**config.mk**
```make
export PLATFORM = sky130hd
export DESIGN_NAME = lsb_top
export DESIGN_NICKNAME = d
export VERILOG_FILES = /design/src/hw/lsb_pkg.sv /design/src/hw/lsb_alloc_if.sv /design/src/hw/lsb_head_if.sv /design/src/hw/lsb_dispatch.sv /design/src/hw/lsb_issue.sv /design/src/hw/lsb_station.sv /design/src/hw/lsb_top.sv
export VERILOG_INCLUDE_DIRS = /design/src /design/src/hw
export SDC_FILE = /design/constraint.sdc
export NUM_CORES = 1
export LEC_CHECK = 0
export BUFFER_PORTS_ARGS = -buffer_cell sky130_fd_sc_hd__buf_2
export CORE_AREA = 2 2 334 336
export DETAILED_ROUTE_END_ITERATION = 10
export DIE_AREA = 0 0 336 338
export PLACE_DENSITY_LB_ADDON = 0.1
export SYNTH_ARGS = -nofsm -noshare
export SYNTH_HDL_FRONTEND = slang
export SYNTH_HIERARCHICAL = 1
export SYNTH_SLANG_ARGS = --single-unit
```
**constraint.sdc**
```tcl
create_clock -name clk -period 8 [get_ports clk]
set_clock_uncertainty 0.15 [all_clocks]
set_input_delay 2.4 -clock clk [delete_from_list [all_inputs] [get_ports clk]]
set_output_delay 2.4 -clock clk [all_outputs]
set_load 0.1 [all_outputs]
```
**src/hw/lsb_params.svh**
```systemverilog
`ifndef LSB_PARAMS_SVH
`define LSB_PARAMS_SVH

// buffer geometry, six slots fit the load tag range 1..6
`define LSB_ENTRIES 6
`define LSB_IDX_W   3

// memory side
`define LSB_ADDR_W  19
`define LSB_DATA_W  32

// instruction fields
`define LSB_OFS_W   12 // unsigned immediate
`define LSB_OP_W    3

// common data bus
`define LSB_TAG_W   4

`endif

```
**src/hw/lsb_pkg.sv**
```systemverilog
`include "lsb_params.svh"

package lsb_pkg;

	// only loads and stores reach this buffer
	typedef enum logic [`LSB_OP_W-1:0] {
		OP_LOAD  = `LSB_OP_W'(4),
		OP_STORE = `LSB_OP_W'(5)
	} ls_op_e;

	typedef logic [`LSB_TAG_W-1:0]  tag_t;
	typedef logic [`LSB_DATA_W-1:0] data_t;
	typedef logic [`LSB_ADDR_W-1:0] addr_t;
	typedef logic [`LSB_IDX_W-1:0]  idx_t;

	// cdb source tags
	localparam tag_t TAG_NONE    = tag_t'(0); // value already present
	localparam tag_t TAG_LS_BASE = tag_t'(1); // load slot n broadcasts n+1
	localparam tag_t TAG_ADD1    = tag_t'(7);
	localparam tag_t TAG_ADD2    = tag_t'(8);
	localparam tag_t TAG_ADD3    = tag_t'(9);
	localparam tag_t TAG_MUL1    = tag_t'(10);
	localparam tag_t TAG_MUL2    = tag_t'(11);

endpackage

```
**src/hw/lsb_alloc_if.sv**
```systemverilog
`timescale 1ns/1ps
`include "lsb_params.svh"

// new entry from dispatch into the station, full flag going back
interface lsb_alloc_if;
	import lsb_pkg::*;

	logic                   alloc; // one-cycle write strobe
	logic [`LSB_IDX_W-1:0]  idx;   // target slot (tail)
	logic [`LSB_ADDR_W-1:0] addr;  // effective address
	ls_op_e                 op;
	logic [`LSB_DATA_W-1:0] vi;    // store value if qi is clear
	logic [`LSB_TAG_W-1:0]  qi;    // producer tag
	logic                   full;

	modport dispatch (
		output alloc, idx, addr, op, vi, qi,
		input  full
	);

	modport station (
		input  alloc, idx, addr, op, vi, qi,
		output full
	);

endinterface

```
**src/hw/lsb_head_if.sv**
```systemverilog
`timescale 1ns/1ps
`include "lsb_params.svh"

// head slot view for the issue stage
interface lsb_head_if;
	import lsb_pkg::*;

	logic [`LSB_IDX_W-1:0]  head;   // slot being looked at
	logic                   retire; // frees head at the edge
	logic                   busy;
	logic                   ready;  // load, or store with data in hand
	ls_op_e                 op;
	logic [`LSB_ADDR_W-1:0] addr;
	logic [`LSB_DATA_W-1:0] vi;

	modport issue (
		output head, retire,
		input  busy, ready, op, addr, vi
	);

	modport station (
		input  head, retire,
		output busy, ready, op, addr, vi
	);

endinterface

```
**src/hw/lsb_dispatch.sv**
```systemverilog
`timescale 1ns/1ps
`include "lsb_params.svh"

module lsb_dispatch (
	input  logic                  clk,
	input  logic                  rst_n,
	input  logic                  sel_i,
	input  lsb_pkg::ls_op_e       op_i,
	input  logic [`LSB_OFS_W-1:0] offset_i,
	input  lsb_pkg::data_t        rs_i,
	input  lsb_pkg::data_t        vi_i,
	input  lsb_pkg::tag_t         qi_i,
	lsb_alloc_if.dispatch         alloc,
	output lsb_pkg::idx_t         ls_entry_o
);
	import lsb_pkg::*;

	idx_t  tail;
	idx_t  tail_nxt;
	data_t ea_sum;

	// base plus zero-extended offset
	assign ea_sum = rs_i + data_t'(offset_i);

	// a full buffer drops the instruction and the sender watches ls_full_o
	assign alloc.alloc = sel_i & ~alloc.full;
	assign alloc.idx   = tail;
	assign alloc.addr  = ea_sum[`LSB_ADDR_W-1:0]; // upper bits dropped
	assign alloc.op    = op_i;
	assign alloc.vi    = vi_i;
	assign alloc.qi    = qi_i;

	assign tail_nxt = (tail == idx_t'(`LSB_ENTRIES - 1)) ? '0 : tail + idx_t'(1);

	always_ff @(posedge clk) begin
		if (!rst_n) begin
			tail <= '0;
		end else if (alloc.alloc) begin
			tail <= tail_nxt; // wraps 5 -> 0
		end
	end

	assign ls_entry_o = tail;

	// whatever the station accepts must be a memory op
	a_op_legal: assert property (
		@(posedge clk) disable iff (!rst_n)
		alloc.alloc |-> (op_i inside {OP_LOAD, OP_STORE})
	) else $error("dispatch accepted op %0h", op_i);

endmodule

```
**src/hw/lsb_issue.sv**
```systemverilog
`timescale 1ns/1ps
`include "lsb_params.svh"

module lsb_issue (
	input  logic                    clk,
	input  logic                    rst_n,
	lsb_head_if.issue               head,
	output lsb_pkg::addr_t          mem_addr_o,
	output lsb_pkg::data_t          data_o,
	output logic                    wen_o,
	output logic [`LSB_ENTRIES-1:0] valid_o
);
	import lsb_pkg::*;

	idx_t head_q;
	idx_t head_nxt;
	logic is_store;

	assign head.head = head_q;

	// head goes out as soon as it is occupied and has what it needs
	assign head.retire = head.busy & head.ready;

	assign head_nxt = (head_q == idx_t'(`LSB_ENTRIES - 1)) ? '0 : head_q + idx_t'(1);

	always_ff @(posedge clk) begin
		if (!rst_n) begin
			head_q <= '0;
		end else if (head.retire) begin
			head_q <= head_nxt;
		end
	end

	assign is_store = (head.op == OP_STORE);

	// memory side stays quiet unless something issues this cycle
	assign valid_o    = head.retire ? (`LSB_ENTRIES'(1) << head_q) : '0;
	assign mem_addr_o = head.retire ? head.addr : '0;
	assign wen_o      = head.retire & is_store;
	assign data_o     = wen_o ? head.vi : '0; // loads carry no data

	a_valid_onehot: assert property (
		@(posedge clk) disable iff (!rst_n)
		$onehot0(valid_o)
	) else $error("valid_o not one-hot: %b", valid_o);

endmodule

```
**src/hw/lsb_station.sv**
```systemverilog
`timescale 1ns/1ps
`include "lsb_params.svh"

module lsb_station (
	input  logic           clk,
	input  logic           rst_n,
	lsb_alloc_if.station   alloc,
	lsb_head_if.station    head,
	input  logic           add1_valid_i,
	input  logic           add2_valid_i,
	input  logic           add3_valid_i,
	input  logic           mul1_valid_i,
	input  logic           mul2_valid_i,
	input  logic           ls_valid_i,
	input  lsb_pkg::data_t add1_result_i,
	input  lsb_pkg::data_t add2_result_i,
	input  lsb_pkg::data_t add3_result_i,
	input  lsb_pkg::data_t mul1_result_i,
	input  lsb_pkg::data_t mul2_result_i,
	input  lsb_pkg::data_t ls_value_i,
	input  lsb_pkg::idx_t  ls_idx_i
);
	import lsb_pkg::*;

	logic [`LSB_ENTRIES-1:0] busy;
	ls_op_e                  op_q [`LSB_ENTRIES];
	addr_t                   addr_q [`LSB_ENTRIES];
	data_t                   vi_q [`LSB_ENTRIES];
	tag_t                    qi_q [`LSB_ENTRIES];

	logic [`LSB_ENTRIES-1:0] hit;
	data_t                   wake_val [`LSB_ENTRIES];
	tag_t                    ls_tag;

	assign ls_tag = TAG_LS_BASE + tag_t'(ls_idx_i); // load slot n -> tag n+1

	// cdb snoop, each slot compares its own tag
	always_comb begin
		for (int i = 0; i < `LSB_ENTRIES; i++) begin
			hit[i] = 1'b1;
			if (ls_valid_i && qi_q[i] == ls_tag) begin
				wake_val[i] = ls_value_i; // load results win
			end else if (add1_valid_i && qi_q[i] == TAG_ADD1) begin
				wake_val[i] = add1_result_i;
			end else if (add2_valid_i && qi_q[i] == TAG_ADD2) begin
				wake_val[i] = add2_result_i;
			end else if (add3_valid_i && qi_q[i] == TAG_ADD3) begin
				wake_val[i] = add3_result_i;
			end else if (mul1_valid_i && qi_q[i] == TAG_MUL1) begin
				wake_val[i] = mul1_result_i;
			end else if (mul2_valid_i && qi_q[i] == TAG_MUL2) begin
				wake_val[i] = mul2_result_i;
			end else begin
				hit[i]      = 1'b0;
				wake_val[i] = vi_q[i];
			end
			// a free slot or one already holding its value never wakes
			hit[i] = hit[i] && busy[i] && (qi_q[i] != TAG_NONE);
		end
	end

	// slot occupancy
	always_ff @(posedge clk) begin
		if (!rst_n) begin
			busy <= '0;
		end else begin
			for (int i = 0; i < `LSB_ENTRIES; i++) begin
				if (alloc.alloc && alloc.idx == idx_t'(i)) begin
					busy[i] <= 1'b1;
				end else if (head.retire && head.head == idx_t'(i)) begin
					busy[i] <= 1'b0; // issued, slot is free again
				end
			end
		end
	end

	// entry payload
	always_ff @(posedge clk) begin
		for (int i = 0; i < `LSB_ENTRIES; i++) begin
			if (alloc.alloc && alloc.idx == idx_t'(i)) begin
				op_q[i]   <= alloc.op;
				addr_q[i] <= alloc.addr;
				vi_q[i]   <= alloc.vi;
				qi_q[i]   <= alloc.qi;
			end else if (hit[i]) begin
				vi_q[i] <= wake_val[i];
				qi_q[i] <= TAG_NONE;
			end
		end
	end

	assign alloc.full = &busy;

	// head slot view
	assign head.busy  = busy[head.head];
	assign head.op    = op_q[head.head];
	assign head.addr  = addr_q[head.head];
	assign head.vi    = vi_q[head.head];
	assign head.ready = busy[head.head] &&
		(op_q[head.head] == OP_LOAD || qi_q[head.head] == TAG_NONE);

	// dispatch's tail must never run over a live entry
	a_alloc_free: assert property (
		@(posedge clk) disable iff (!rst_n)
		alloc.alloc |-> !busy[alloc.idx]
	) else $error("allocation into busy slot %0d", alloc.idx);

	a_retire_busy: assert property (
		@(posedge clk) disable iff (!rst_n)
		head.retire |-> busy[head.head]
	) else $error("retire of free slot %0d", head.head);

endmodule

```
**src/hw/lsb_top.sv**
```systemverilog
`timescale 1ns/1ps
`include "lsb_params.svh"

module lsb_top (
	input  logic                    clk,
	input  logic                    rst_n,
	// instruction side
	input  logic                    sel_i,
	input  lsb_pkg::ls_op_e         op_i,
	input  logic [`LSB_OFS_W-1:0]   offset_i,
	input  lsb_pkg::data_t          rs_i,  // base register
	input  lsb_pkg::data_t          vi_i,  // store value
	input  lsb_pkg::tag_t           qi_i,  // store value producer
	// common data bus
	input  logic                    add1_valid_i,
	input  logic                    add2_valid_i,
	input  logic                    add3_valid_i,
	input  logic                    mul1_valid_i,
	input  logic                    mul2_valid_i,
	input  logic                    ls_valid_i,
	input  lsb_pkg::data_t          add1_result_i,
	input  lsb_pkg::data_t          add2_result_i,
	input  lsb_pkg::data_t          add3_result_i,
	input  lsb_pkg::data_t          mul1_result_i,
	input  lsb_pkg::data_t          mul2_result_i,
	input  lsb_pkg::data_t          ls_value_i,
	input  lsb_pkg::idx_t           ls_idx_i,
	// memory side
	output lsb_pkg::addr_t          mem_addr_o,
	output lsb_pkg::data_t          data_o,
	output logic                    wen_o,
	output logic [`LSB_ENTRIES-1:0] valid_o,
	// to instruction manager
	output logic                    ls_full_o,
	output lsb_pkg::idx_t           ls_entry_o
);

	lsb_alloc_if u_alloc_if ();
	lsb_head_if  u_head_if ();

	lsb_dispatch u_dispatch (
		.clk        (clk),
		.rst_n      (rst_n),
		.sel_i      (sel_i),
		.op_i       (op_i),
		.offset_i   (offset_i),
		.rs_i       (rs_i),
		.vi_i       (vi_i),
		.qi_i       (qi_i),
		.alloc      (u_alloc_if.dispatch),
		.ls_entry_o (ls_entry_o)
	);

	lsb_station u_station (
		.clk           (clk),
		.rst_n         (rst_n),
		.alloc         (u_alloc_if.station),
		.head          (u_head_if.station),
		.add1_valid_i  (add1_valid_i),
		.add2_valid_i  (add2_valid_i),
		.add3_valid_i  (add3_valid_i),
		.mul1_valid_i  (mul1_valid_i),
		.mul2_valid_i  (mul2_valid_i),
		.ls_valid_i    (ls_valid_i),
		.add1_result_i (add1_result_i),
		.add2_result_i (add2_result_i),
		.add3_result_i (add3_result_i),
		.mul1_result_i (mul1_result_i),
		.mul2_result_i (mul2_result_i),
		.ls_value_i    (ls_value_i),
		.ls_idx_i      (ls_idx_i)
	);

	lsb_issue u_issue (
		.clk        (clk),
		.rst_n      (rst_n),
		.head       (u_head_if.issue),
		.mem_addr_o (mem_addr_o),
		.data_o     (data_o),
		.wen_o      (wen_o),
		.valid_o    (valid_o)
	);

	assign ls_full_o = u_alloc_if.full;

endmodule

```
# Yosys cells after proc, flatten, opt, wreduce, memory -nomap -nowiden
# Memory sizes are Yosys's and may differ from the RTL's. A register that Yosys moved wholly into a read port is not among the register bits.
# Cells that the tools add are included.
[word_totals] regBits=12 output_inout_bits=62 ramBits=348 memories=4 inputBits=287 word_cells=353
[mem_list] memory="u_station.vi_q" words=6 width=32 rd=1 rd_clocked_by_memory_dff=1 wr=6 line="lsb_station.sv:28" rtl="data_t vi_q [`LSB_ENTRIES];"
[mem_list] memory="u_station.addr_q" words=6 width=19 rd=1 rd_clocked_by_memory_dff=1 wr=1 line="lsb_station.sv:27" rtl="addr_t addr_q [`LSB_ENTRIES];"
[mem_list] memory="u_station.qi_q" words=6 width=4 rd=7 rd_clocked_by_memory_dff=1 wr=6 line="lsb_station.sv:29" rtl="tag_t qi_q [`LSB_ENTRIES];"
[mem_list] memory="u_station.op_q" words=6 width=3 rd=1 rd_clocked_by_memory_dff=1 wr=1 line="lsb_station.sv:26" rtl="ls_op_e op_q [`LSB_ENTRIES];"
[op_classes] reduce_logical=94 addsub=4 mux=171 n_lt_le_gt_ge=1 shifts=1 eq_ne=54 bitwise=16
[ops] op="32-bit two-way mux" n=43
[ops] op="19-bit two-way mux" n=6
[ops] op="4-bit equality test, second input constant" n=24
[ops] op="19-bit OR reduction" n=5
[ops] op="1-bit two-way mux" n=89
[ops] op="3-bit two-way mux" n=25
[ops] op="1-bit logical AND" n=61
[ops] op="6-bit != test, second input constant" n=6
[ops] op="4-bit by 3-bit equality test with 1-bit output, second input constant" n=6
[ops] op="4-bit equality test" n=6
[ops] op="4-bit two-way mux" n=6
[ops] op="4-bit nonzero test" n=6
[ops] op="19-bit by 12-bit adder with 19-bit output" n=1
[ops] op="3-bit equality test, second input constant" n=6
[ops] op="3-bit OR reduction" n=5
[ops] op="3-bit by 2-bit equality test with 1-bit output, second input constant" n=4
[ops] op="1-bit OR" n=12
[ops] op="2-bit AND reduction" n=6
[ops] op="2-bit nonzero test" n=6
[ops] op="3-bit by 1-bit adder with 3-bit output, second input constant" n=2
[ops] op="3-bit by 1-bit equality test with 1-bit output, second input constant" n=2
[ops] op="3-bit zero test" n=2
[ops] op="6-bit two-way mux" n=1
[ops] op="6-bit AND reduction" n=1
[ops] op="8 further kinds" n=10

# Longest topological paths before layout
[logic_depth] depth_word=15 ltp_mapped=15 depth_no_buf=12

# Modules after synthesis
# Netlist, hierarchy kept.
[by_module_without_submodules] mod="lsb_station" cells_each=2841 seq_area_each_um2=10530.1 area_per_inst_um2=25371.8 n_inst=1
[by_module_without_submodules] mod="lsb_dispatch" cells_each=151 seq_area_each_um2=60.1 area_per_inst_um2=1141.1 n_inst=1
[by_module_without_submodules] mod="lsb_issue" cells_each=92 seq_area_each_um2=60.1 area_per_inst_um2=823.3 n_inst=1

# Worst setup path before layout
# OpenSTA, ideal clock, no wires.
[synth_timing] path_kind="reg-to-output" start="register u_issue.head_q[0] (netlist: u_issue/head.head[0])" end="output valid_o[4]" stages_incl_launch_ff=9 arrival_ns=4.890 required_time_ns=5.450 path_buffers=4 setup_slack_ns=0.560 cell_sequence="dfxtp_1 > buf_2 > buf_2 > buf_2 > mux4_2 > a21boi_1 > buf_4 > nand2_1 > nor4_1"
[synth_via] elab_chain_cells=5
[synth_lines] item="from (decl)" line="lsb_issue.sv:15" rtl="idx_t head_q;"
[synth_lines] item="from (signal assigned)" line="lsb_issue.sv:30" rtl="head_q <= head_nxt;"
[synth_lines] item="1-bit binary-select mux with 3-bit select" line="lsb_station.sv:99" rtl="assign head.ready = busy[head.head] &&"
[synth_lines] item="1-bit two-way mux (implied by the code)" line="lsb_station.sv:99"
[synth_lines] item="1-bit logical AND" line="lsb_station.sv:99"
[synth_lines] item="via u_head_if.ready" line="lsb_head_if.sv:11" rtl="logic ready;"
[synth_lines] item="1-bit bitwise AND" line="lsb_issue.sv:22" rtl="assign head.retire = head.busy & head.ready;"
[synth_lines] item="6-bit two-way mux" line="lsb_issue.sv:37" rtl="assign valid_o = head.retire ? (`LSB_ENTRIES'(1) << head_q) : '0;"
[synth_lines] item="to (decl)" line="lsb_top.sv:32" rtl="output logic [`LSB_ENTRIES-1:0] valid_o,"
# The timed path passes the listed nets, and every way through them passes these cells. The select of a mux whose other input is x is not followed.

# Worst setup path after layout
[layout_timing] start="register u_issue.head_q[1] (netlist: u_issue/head.head[1])" end="output data_o[28]"
[layout_via] elab_chain_cells=6
[layout_lines] item="1-bit binary-select mux with 3-bit select" line="lsb_station.sv:99"
[layout_lines] item="1-bit two-way mux (implied by the code)" line="lsb_station.sv:99"
[layout_lines] item="1-bit logical AND" line="lsb_station.sv:99"
[layout_lines] item="via u_head_if.ready" line="lsb_head_if.sv:11"
[layout_lines] item="1-bit bitwise AND" line="lsb_issue.sv:22"
[layout_lines] item="1-bit bitwise AND" line="lsb_issue.sv:39" rtl="assign wen_o = head.retire & is_store;"
[layout_lines] item="32-bit two-way mux" line="lsb_issue.sv:40" rtl="assign data_o = wen_o ? head.vi : '0;"
[layout_lines] item="to (decl)" line="lsb_top.sv:30" rtl="output lsb_pkg::data_t data_o,"
# The timed path passes the listed nets, and every way through them passes these cells. The select of a mux whose other input is x is not followed.

==> impl_summary.txt <==
----------------------------------------------------
[Status]
  Status ... finished clean

[Clock network]
  Number of clock sinks seen by CTS ... 360
  Post CTS Setup Buffer Count ... 0
  Clk Tree Root Cell ... sky130_fd_sc_hd__clkbuf_16
  H-Tree Level Count ... 2
  Clock-pin transition on the worst setup and hold timing paths ... 0.06 ns
  Maximum clock insertion buffer count ... 3
  Number of hold buffers added after CTS ... 0
  # resized after CTS ... 0
  CTS tree ... built
  Number of CTS-inserted buffers ... between 40 and 50
  Clock latency on the worst-skew pair ... between 0.6 and 0.7 ns

[Power]
  Psw ... 1.60 mW
  Share of power burned in combinational logic ... a little under a fifth
  PwrDens ... between 150 and 200 mW/mm²
  Highest ir drop seen on vdd ... roughly 0.11 mV
  Pleak ... approximately 11 nW
  Sequential fraction of design power ... a little over two fifths
  Share of power burned in the clock network ... between 40% and 50%
  Net Sw Frac ... between 30% and 40%
  Internal power of the cells ... between 3 and 4 mW

[Floorplanning]
  Vertical die dimension ... around 340 µm
  Floorplan die area ... 0.114 mm²
  Core region area ... ~0.11 mm²
  Placement row count ... 122
  Starting density of the core ... between 20% and 30%
  Boundary Pins ... approximately 350
  Die span in x ... 336 µm

[Finish]
  Number of nets in the finished design ... about 3500
  Proportion of layout cells with a drive suffix above 1 ... 20.3%
  Synthesis-to-layout area growth ... 16.1%
  Total of fill cells in the finished design ... 11700
  Count of non-filler cells in the finished layout ... approximately 4700
  Multi-input logic area ... 0.0150 mm²
  Total area of sequential cells ... between 0.01 and 0.015 mm²

[STA]
  Tightest Pin Transition ... 1.19 ns
  Setup TNS ... 0 ns
  Slew Limit Headroom ... approximately 21%
  FMAX ... 142 MHz
  Period utilisation layout ... 87.8%
  Minimum clock period ... about 7.0 ns
  Count of final setup violators ... 0
  Final hold violations ... 0
  Unrepaired setup endpoints after global routing ... no
  Final number of max-transition violations ... 0

[Global route]
  Antenna violations before repair ... between 50 and 60
  Maximum number of pins on one net before global-route repair ... 65
  Vias in the first global route ... about 25000
  Grt ovf ... 0
  Global-route usage over all layers ... between 20 and 30%
  First-pass GRT wire length ... between 200 and 250 mm

[Synthesis]
  Register bit total from synthesis ... 360
  Number of distinct library cells after synthesis ... 82
  Most numerous cell types in the synthesized netlist ... sky130_fd_sc_hd__nand2_1 (400), sky130_fd_sc_hd__nor2_1 (368), sky130_fd_sc_hd__edfxtp_1 (344)
  Share of Yosys cell area claimed by the top area cell type ... 37.8%
  Mapped Area ... approximately 0.027 mm²
  Count leader, synth ... sky130_fd_sc_hd__nand2_1
  Leading post-synthesis cells by cell area ... sky130_fd_sc_hd__edfxtp_1 (38%), sky130_fd_sc_hd__nand2_1 (5.5%), sky130_fd_sc_hd__nor2_1 (5.1%), sky130_fd_sc_hd__mux4_2 (4.7%), sky130_fd_sc_hd__a31oi_1 (4.4%)
  Async set-reset flop share out of synthesis ... 0%
  Number of nets in the synthesized netlist ... ~3400
  Post-Synthesis Mean Instance Area ... slightly below 9 µm²
  Synthesized instance count ... between 3000 and 4000
  Number of flops mapped to enable cells by yosys ... between 300 and 400
  Seq/Total Area, Yosys ... approximately 39%
  Number of synthesis warnings ... 6
  Leading register cell type out of synthesis ... sky130_fd_sc_hd__edfxtp_1
  Area leader, netlist ... sky130_fd_sc_hd__edfxtp_1

[Critical path]
  Kind of critical path ... flip-flop to output port
  R2R cell count ... 8
  Worst-path fanout max ... 33
  Nature of the critical path startpoint ... flip-flop
  Nature of the critical path endpoint ... output port
  CP Data Required Time ... roughly 5.5 ns
  Arrival @ worst endpoint ... about 4.5 ns

[Routing]
  Average wire per standard cell ... roughly 30 µm
  Post-DRT Antenna Nets ... 0
  Total routed wirelength ... 147 mm
  Count of unresolved DRC violations after routing ... 0
  Initial DRT Pass Iterations ... 7
  Ratio of routed vias to standard cells ... 5.72
  Starting DRT DRC Count ... around 3200
  DR vias ... about 27000

[Place]
  Total of buffers placed on input and output ports ... 335
  HPWL reported at the end of detailed placement ... between 90 and 100 mm
  Final weighted congestion in routability-driven placement ... 0.840
  Count of placed standard cells including taps ... 4650

[Worst hold path]
  Hold Path Depth ... 2
  Worst hold-check path type ... flip-flop to flip-flop

[Job]
  MaxCap Viol Count ... 0

----------------------------------------------------
==> metrics by stage <==
stage / power [mW] / hold WS, ns / cell area (µm²) / util, % / setup WS (ns)
after floorplan: 2.78 / 0.331 / 27300 / - / 0.560
after global placement: 3.20 / 0.373 / 30200 / 27.4 / 1.57
after detailed placement: 3.19 / 0.387 / 30200 / 27.4 / 1.56
after CTS: 5.32 / 0.397 / 31700 / 28.8 / 0.824
after global routing: 5.47 / 0.430 / 31700 / 28.8 / 0.768
final: 5.27 / 0.391 / 31700 / 28.8 / 0.975
==> final cells by class <==
| class | instances | area share [%] |
|---|---|---|
| Timing Repair Buffer | 422 | 7.46 |
| Clock inverter | 33 | 1.02 |
| Tap cell | 1488 | 5.87 |
| Clock buffer | 53 | 3.78 |
| Multi-Input combinational cell | 2301 | 47.2 |
| Inverter | 79 | 0.935 |
| Antenna cell | 13 | 0.103 |
| Sequential cell | 360 | 33.6 |
==> state kept, by name, summed over array words and instances, names as in the netlist <==
signal	flops
u_station/addr_q	114
u_issue/head.head	3
u_station/busy	6
u_station/qi_q	24
u_station/op_q	18
u_station/vi_q	192
u_dispatch/alloc.idx	3
==> cell families (layout without fill, tap and decap cells) <==
group | Yosys count | in the layout | synth area share (%)
and+or+nand+nor | 1019 | 1019 | 17.3
muxes | 180 | 180 | 9.21
xor gates and xnor gates | 35 | 35 | 1.12
adders and majority gates | 15 | 15 | 0.714
AOI/OAI and AO/OA | 1052 | 1052 | 25.5
buffers and inverters | 423 | 587 | 7.12
DFF | 360 | 360 | 39.0
other | 0 | 13 | 0
==> layer usage <==
layer | wire length, µm | track usage (%)
met5 | 146 | 0
met4 | 5450 | 9.27
met2 | 64400 | 39.0
met1 | 64900 | 34.5
met3 | 11900 | 4.48
==> power groups by stage <==
stage               logic (mW)  registers, mW  clock network [mW]
finish                   0.963           2.20                2.11
global route              1.04           2.21                2.23
CTS                      0.953           2.20                2.17
detailed placement       0.950           2.24                   0
global placement         0.954           2.24                   0
floorplan                0.550           2.23                   0
==> cell usage in the layout, fill, tap and decap left out, types with 32 or more instances in the layout <==
cell type                     n
sky130_fd_sc_hd__o211ai_1   103
sky130_fd_sc_hd__o31ai_1     34
sky130_fd_sc_hd__mux2i_1    120
sky130_fd_sc_hd__nor2_1     364
sky130_fd_sc_hd__nor3b_1     39
sky130_fd_sc_hd__buf_4       84
sky130_fd_sc_hd__a211oi_1   127
sky130_fd_sc_hd__a31oi_1    192
sky130_fd_sc_hd__a221oi_1    34
sky130_fd_sc_hd__mux4_2      57
sky130_fd_sc_hd__o21a_1      32
sky130_fd_sc_hd__o22ai_1     45
sky130_fd_sc_hd__clkbuf_16   47
sky130_fd_sc_hd__a21oi_1    174
sky130_fd_sc_hd__nand3_1     47
sky130_fd_sc_hd__buf_2      335
sky130_fd_sc_hd__o21ai_0    149
sky130_fd_sc_hd__nand2_1    395
sky130_fd_sc_hd__inv_1       79
sky130_fd_sc_hd__edfxtp_1   344
==> worst max-delay path, cell delays in order, from the launching register on <==
cell and delay (ns):
sky130_fd_sc_hd__dfxtp_4 0.71, sky130_fd_sc_hd__buf_4 0.49, sky130_fd_sc_hd__o21ai_0 0.26, sky130_fd_sc_hd__mux4_2 0.54, sky130_fd_sc_hd__a21boi_2 0.13, sky130_fd_sc_hd__buf_4 0.30
sky130_fd_sc_hd__nand4_4 0.12, sky130_fd_sc_hd__buf_4 0.28, sky130_fd_sc_hd__nor3b_1 0.39, sky130_fd_sc_hd__buf_2 0.50
==> final timing paths <==
kind / startpoint / endpoint / slack, ns
setup / recovery: u_issue/head.head[1] / data_o[28] / 0.98
hold / removal: u_station/qi_q[4][3] / u_station/qi_q[4][3] / 0.39
setup reg to reg: u_station/busy[3] / u_station/vi_q[4][28] / 3.78
hold reg to reg: u_station/qi_q[4][3] / u_station/qi_q[4][3] / 0.39
No activity file was read; power rests on OpenSTA's default activity.
